## config.mk

```make
export PLATFORM = sky130hd
export DESIGN_NAME = byte_field_unit
export DESIGN_NICKNAME = d
export VERILOG_FILES = /design/src/rtl/datapath_pkg.sv /design/src/rtl/field_ctl_pkg.sv /design/src/rtl/byte_field_unit.sv /design/src/rtl/field_ctl_reg.sv /design/src/rtl/field_mask_gen.sv /design/src/rtl/result_merge.sv /design/src/rtl/word_rotator.sv
export SDC_FILE = /design/constraint.sdc
export NUM_CORES = 1
export LEC_CHECK = 0
export BUFFER_PORTS_ARGS = -buffer_cell sky130_fd_sc_hd__buf_2
export CORE_ASPECT_RATIO = 1.4
export CORE_MARGIN = 4
export CORE_UTILIZATION = 50
export CTS_BUF_LIST = sky130_fd_sc_hd__clkbuf_4
export DETAILED_ROUTE_END_ITERATION = 8
export GPL_TIMING_DRIVEN = 0
export PLACE_DENSITY = 0.75
export SLEW_MARGIN = 10
export SYNTH_ARGS = -nofsm -noshare
export SYNTH_HDL_FRONTEND = slang
export SYNTH_SLANG_ARGS = --single-unit
```

## constraint.sdc

```tcl
create_clock -name clk -period 1.8 [get_ports clk]
set_input_delay 0.09 -clock clk [delete_from_list [all_inputs] [get_ports clk]]
set_output_delay 0.09 -clock clk [all_outputs]
set_load 0.005 [all_outputs]
```

## src/rtl/datapath_pkg.sv

```systemverilog
// datapath word width and index types shared by the byte-field blocks; import where words are handled.

package datapath_pkg;

   // **************************************************
   // widths
   // **************************************************

   localparam int WORD_BITS = 32;                        // datapath width.
   localparam int POS_BITS  = $clog2(WORD_BITS);         // bits in a bit index.

   // **************************************************
   // types
   // **************************************************

   // one datapath word, memory operand or second operand.
   typedef logic [WORD_BITS-1:0] word_t;

   // bit index for position, length, rotate amount and mask bounds.
   typedef logic [POS_BITS-1:0] bit_idx_t;

   localparam bit_idx_t MSB_IDX = bit_idx_t'(WORD_BITS - 1);   // top bit of a word.

endpackage

```

## src/rtl/field_ctl_pkg.sv

```systemverilog
// field operation codes and control structs for the byte-field unit; import in control and top.

package field_ctl_pkg;

   // **************************************************
   // operation codes
   // **************************************************

   typedef enum logic [1:0] {
      FOP_ROTATE = 2'd0,                // rotate left by pos.
      FOP_LDB    = 2'd1,                // load byte, right-justified.
      FOP_DPB    = 2'd2                 // deposit byte into a.
   } field_op_e;

   // **************************************************
   // control words
   // **************************************************

   // field control as loaded from the microword.
   typedef struct packed {
      field_op_e              op;
      datapath_pkg::bit_idx_t pos;      // field position, lsb index.
      datapath_pkg::bit_idx_t len;      // field length minus one.
   } field_ctl_t;

   // controls derived from field_ctl_t, held in the control register
   typedef struct packed {
      datapath_pkg::bit_idx_t rot_amt;      // left rotate of m.
      datapath_pkg::bit_idx_t mask_left;    // highest mask bit.
      datapath_pkg::bit_idx_t mask_right;   // lowest mask bit.
      logic                   keep_a;       // a fills bits outside the mask.
   } field_drv_t;

   // rotate by 0 over the full word, i.e. ROTATE with pos 0 and len 31.
   localparam field_drv_t DRV_RESET = '{
      rot_amt:    '0,
      mask_left:  datapath_pkg::MSB_IDX,
      mask_right: '0,
      keep_a:     1'b0
   };

endpackage

```

## src/rtl/byte_field_unit.sv

```systemverilog
// byte-field unit top; rotate, load byte and deposit byte on 32-bit words with one cycle latency.

`timescale 1ns/1ps

module byte_field_unit (
   input  logic                      clk,
   input  logic                      rst_n,
   input  logic                      ctl_load,
   input  field_ctl_pkg::field_ctl_t ctl,
   input  logic                      start,
   input  datapath_pkg::word_t       m,
   input  datapath_pkg::word_t       a,
   output datapath_pkg::word_t       result,
   output logic                      result_valid
);

   import datapath_pkg::*;
   import field_ctl_pkg::*;

   field_drv_t drv;                     // derived field control.
   word_t      rotated;
   word_t      mask;

   // **************************************************
   // control
   // **************************************************

   field_ctl_reg u_field_ctl_reg (
      .clk      (clk),
      .rst_n    (rst_n),
      .ctl_load (ctl_load),
      .ctl      (ctl),
      .drv      (drv)
   );

   // **************************************************
   // datapath
   // **************************************************

   word_rotator u_word_rotator (
      .m       (m),
      .amt     (drv.rot_amt),
      .rotated (rotated)
   );

   field_mask_gen u_field_mask_gen (
      .left  (drv.mask_left),
      .right (drv.mask_right),
      .mask  (mask)
   );

   result_merge u_result_merge (
      .clk          (clk),
      .rst_n        (rst_n),
      .start        (start),
      .rotated      (rotated),
      .mask         (mask),
      .a            (a),
      .keep_a       (drv.keep_a),
      .result       (result),
      .result_valid (result_valid)
   );

endmodule

```

## src/rtl/field_ctl_reg.sv

```systemverilog
// field control register; latches op, pos and len on a strobe and holds the derived datapath controls.

`timescale 1ns/1ps

module field_ctl_reg (
   input  logic                     clk,
   input  logic                     rst_n,
   input  logic                     ctl_load,
   input  field_ctl_pkg::field_ctl_t ctl,
   output field_ctl_pkg::field_drv_t drv
);

   import datapath_pkg::*;
   import field_ctl_pkg::*;

   logic [POS_BITS:0] dpb_end;          // pos + len, one bit wider.
   field_drv_t        drv_next;

   // **************************************************
   // derive rotate amount and mask bounds
   // **************************************************

   assign dpb_end = {1'b0, ctl.pos} + {1'b0, ctl.len};

   always_comb begin
      drv_next.rot_amt    = ctl.pos;
      drv_next.mask_left  = MSB_IDX;
      drv_next.mask_right = '0;
      drv_next.keep_a     = 1'b0;
      case (ctl.op)
         FOP_LDB: begin
            // rotate right by pos, so the field lands at bit 0.
            drv_next.rot_amt   = bit_idx_t'(WORD_BITS - int'(ctl.pos));
            drv_next.mask_left = ctl.len;
         end
         FOP_DPB: begin
            drv_next.mask_right = ctl.pos;
            drv_next.keep_a     = 1'b1;
            if (dpb_end > MSB_IDX) begin
               drv_next.mask_left = MSB_IDX;        // field runs off the top.
            end else begin
               drv_next.mask_left = dpb_end[POS_BITS-1:0];
            end
         end
         default: ;                     // rotate, full word.
      endcase
   end

   // **************************************************
   // control register
   // **************************************************

   always_ff @(posedge clk or negedge rst_n) begin
      if (!rst_n) begin
         drv <= DRV_RESET;
      end else if (ctl_load) begin
         drv <= drv_next;
      end
   end

   // the merge stage relies on a non-empty mask for every op.
   a_mask_order: assert property (
      @(posedge clk) disable iff (!rst_n)
      drv.mask_right <= drv.mask_left
   );

endmodule

```

## src/rtl/field_mask_gen.sv

```systemverilog
// builds a contiguous bit mask between two bit indices; drives the merge stage select.

`timescale 1ns/1ps

module field_mask_gen (
   input  datapath_pkg::bit_idx_t left,
   input  datapath_pkg::bit_idx_t right,
   output datapath_pkg::word_t    mask
);

   import datapath_pkg::*;

   // **************************************************
   // mask decode
   // **************************************************

   // a bit is set when right <= index <= left.
   always_comb begin
      for (int i = 0; i < WORD_BITS; i++) begin
         mask[i] = (bit_idx_t'(i) >= right) && (bit_idx_t'(i) <= left);
      end
   end

endmodule

```

## src/rtl/result_merge.sv

```systemverilog
// merges the rotated word with the second operand under the field mask and registers the result.

`timescale 1ns/1ps

module result_merge (
   input  logic                clk,
   input  logic                rst_n,
   input  logic                start,
   input  datapath_pkg::word_t rotated,
   input  datapath_pkg::word_t mask,
   input  datapath_pkg::word_t a,
   input  logic                keep_a,
   output datapath_pkg::word_t result,
   output logic                result_valid
);

   import datapath_pkg::*;

   word_t fill;                         // bits outside the field.
   word_t merged;

   // **************************************************
   // merge
   // **************************************************

   assign fill   = keep_a ? (a & ~mask) : '0;
   assign merged = (rotated & mask) | fill;

   // **************************************************
   // result register
   // **************************************************

   always_ff @(posedge clk or negedge rst_n) begin
      if (!rst_n) begin
         result       <= '0;
         result_valid <= 1'b0;
      end else begin
         result_valid <= start;         // one pulse per start.
         if (start) begin
            result <= merged;
         end
      end
   end

   // a started merge always takes at least one bit from the rotated word.
   a_mask_present: assert property (
      @(posedge clk) disable iff (!rst_n)
      start |-> (mask != '0)
   );

endmodule

```

## src/rtl/word_rotator.sv

```systemverilog
// combinational 32-bit left rotator in two levels; feeds the merge stage of the byte-field unit.

`timescale 1ns/1ps

module word_rotator (
   input  datapath_pkg::word_t    m,
   input  datapath_pkg::bit_idx_t amt,
   output datapath_pkg::word_t    rotated
);

   import datapath_pkg::*;

   word_t sa;                           // after the fine level.

   // **************************************************
   // level 1, rotate by 0 to 3
   // **************************************************

   always_comb begin
      case (amt[1:0])
         2'd0:    sa = m;
         2'd1:    sa = {m[30:0], m[31]};
         2'd2:    sa = {m[29:0], m[31:30]};
         default: sa = {m[28:0], m[31:29]};
      endcase
   end

   // **************************************************
   // level 2, rotate in steps of 4
   // **************************************************

   always_comb begin
      case (amt[4:2])
         3'd0:    rotated = sa;
         3'd1:    rotated = {sa[27:0], sa[31:28]};       // by 4.
         3'd2:    rotated = {sa[23:0], sa[31:24]};       // by 8.
         3'd3:    rotated = {sa[19:0], sa[31:20]};       // by 12.
         3'd4:    rotated = {sa[15:0], sa[31:16]};       // by 16.
         3'd5:    rotated = {sa[11:0], sa[31:12]};       // by 20.
         3'd6:    rotated = {sa[7:0], sa[31:8]};         // by 24.
         default: rotated = {sa[3:0], sa[31:4]};         // by 28.
      endcase
   end

endmodule

```

==> flow_summary.ini <==
[min_path]
hp-class = input port to flip-flop
hold_start = a[16]
holdPathEnd = u_result_merge.result[16]
hold_depth = 3

[power]
p_total_w = 0.00728
leakage_nw = 3.84
vdd_ir_drop_max_mv = 0.512
power_density_nw_per_um2 = 772

[route]
ant_nets = 0
vias_per_cell = 7.78
wl_per_cell_um = 32.3
vias = 9526
route.detailed.drc = 1
drt-initial-drc-count = 1628
drt_pass1_iterations = 9
drt-total-wl_um = 39600

[critical_path]
cp-end-kind = flip-flop
cpPeakStageDelay_ps = 420
start_kind = flip-flop
worstPathRequired_ps = 2060
arrival_ps = 2580
r2r-start = u_field_ctl_reg.drv[11]
cpMaxStageDelayCell = dfrtp_1
r2r-end = u_result_merge.result[11]
criticalPathCategory = flip-flop to flip-flop
r2r_setup_slack_ps = -510
cp_max_fo = 8
worst_path_most_repeated_cell = o2111ai_2
path_cells = buf_8 -> clkbuf_16 -> buf_12 -> mux2_4 -> a222oi_1 -> o2111ai_2 -> o2111ai_2 -> o221ai_1
reg2reg_depth = 8

[global_route]
grt_usage = 0.483
grt_max_degree = 50
antenna_found_initial = 1
grt_pass1_vias = 9273
grt-ovfl-total = 0
grt_pass1_wl_um = 58000

[timing]
finalHoldViolations = 1
setup_viol = 32
worst_slew_pin_slew_ps = 915
drv_slew = 0
relSlewSlack = 0.390
rsz0062_at_grt = yes
fin_crit_ps = 2310
fin_skew_ps = 15.5
holdWs_ps = -13.2
setup_ws_ps = -512
max_freq_mhz = 433
post-route-period-util = 1.28

[final_layout]
multi_input_area_um2 = 5990
fin_util = 0.678
n_fill_cell = 1229
areaGrowthSynthToFinish_pct = 32.9
final_nets = 1127
design_area_um2 = 9430
seq_area_um2 = 1230
layout-drive-gt1-share = 0.411
layout_commonest_cell = buf_2
final_cell_mix = buf_2 (118), nand2_1 (92), nor2_1 (62)

[clock_network]
numCtsBuffers = 5
cts_max_level = 2
cts.path.max_buffers = 2
cts_tree = built
cts_sinks = 49
path_clk_slew_ps = 180
clock_tree.root_cell = clkbuf_4
clkLatencyLatePin_ps = 410

[logic_synthesis]
async_flop_share = 1.00
yosysUniqueCellTypes = 82
ys.flop_type = dfrtp_1
synth_cells = 865
ys_ff_latch = 49
yosys_warnings = 0
synth_edf_count = 0
yosysSeqAreaShare = 0.174
synth_nets = 954
netlist_area_um2 = 7090
synth.avg_cell_area_um2 = 8.20

[floorplanning]
core-area_um2 = 13900
io_pins = 113
die_h_um = 149
initial_core_util = 0.510
dieArea_um2 = 16200
die_w_um = 109
rows = 51

[placed_design]
hpwlAfterDp_um = 28700
port_buffers = 111
post-place-ws_ps = -882
gp_congestion = 1.10
post_dp_cell_area_um2 = 7960

[run_status]
violations = design-rule violations, negative hold slack, negative setup slack
outcome = finished, violations left

[job]
drv_cap = 0
## repair_timing
item / in CTS / in global routing
setup endpoints to repair: 37 / 35
hold buffers: 4 / 0
buffers inserted: 49 / 8
cloned: 2 / 1
pin swaps: 29 / 33
resized for setup: 164 / 87
hold endpoints to repair: 47 / 0
## state kept, by name, indices dropped and copies added (netlist names)
signal                       flops
u_result_merge.result           32
u_field_ctl_reg.drv             16
u_result_merge.result_valid      1
## kinds of logic (layout without fill, tap and decap cells)
logic type	after synthesis	after routing	share of synthesized area
multiplexers	105	105	0.224
AO/OA/AOI/OAI	315	315	0.323
adder cells (fa/ha/maj)	9	9	0.0169
XOR/XNOR	4	4	0.00494
AND/OR/NAND/NOR	276	276	0.186
buffers and inverters	107	281	0.0713
other	0	1	0
flip-flops	49	49	0.174
## cell type report
type,count,share of cell area
buffer,85,0.0674
multi-input combinational,709,0.635
clock buffer,5,0.00398
timing repair buffer,174,0.127
antenna,1,0.000265
clock inverter,3,0.00438
sequential,49,0.131
tap,185,0.0246
inverter,14,0.00624
## power by group
group          switching (W)  internal [W]
registers           0.000173       0.00134
logic                0.00297       0.00207
clock network       0.000443      0.000288
total                0.00359       0.00369
## worst max path at each step
stage | from | endpoint | slack (ps) | depth (start not counted)
after floorplan | u_field_ctl_reg.drv[11] | u_result_merge.result[12] | -140 | 8
after CTS | u_field_ctl_reg.drv[11] | u_result_merge.result[11] | -430 | 7
after detailed placement | u_field_ctl_reg.drv[13] | u_result_merge.result[12] | -880 | 7
after global placement | u_field_ctl_reg.drv[15] | u_result_merge.result[12] | -960 | 7
final | u_field_ctl_reg.drv[11] | u_result_merge.result[11] | -510 | 8
after global routing | u_field_ctl_reg.drv[11] | u_result_merge.result[11] | -560 | 7
## worst max-delay path: cells and delay by family, from the launching register on
| family | cells | cell delay, ps |
|---|---|---|
| DFF | 1 | 420 |
| AOI/OAI and AO/OA | 4 | 960 |
| buffers and inverters | 3 | 450 |
| muxes | 1 | 330 |
## metrics by stage
stage / cells / setup TNS [ps]
global route: 1225 / -13040
finish: 1225 / -11730
global placement: 1161 / -22080
CTS: 1220 / -10110
floorplan: 865 / -1680
detailed placement: 1161 / -21730
## synthesized netlist by cell type (16+ instances only)
library cell,instances,area (um^2)
o211ai_1,22,165
mux4_2,31,698
buf_2,23,115
nand3_1,32,160
a31oi_1,16,100
a22oi_1,19,143
clkbuf_1,53,199
a21oi_1,43,215
a221oi_1,29,254
nor2_1,67,251
mux2_2,40,450
nand2_1,97,364
mux2i_1,28,280
o21ai_0,54,270
dfrtp_1,44,1100
## per-layer routing
| metal | vias up | wire length, um | global-route usage |
|---|---|---|---|
| met5 | - | 0 | 0 |
| met4 | 0 | 4590 | 0.437 |
| met3 | 350 | 4920 | 0.123 |
| met2 | 995 | 17200 | 0.726 |
| met1 | 4413 | 12900 | 0.556 |
| li1 | 3768 | - | - |
(Power assumes the default switching activity.)
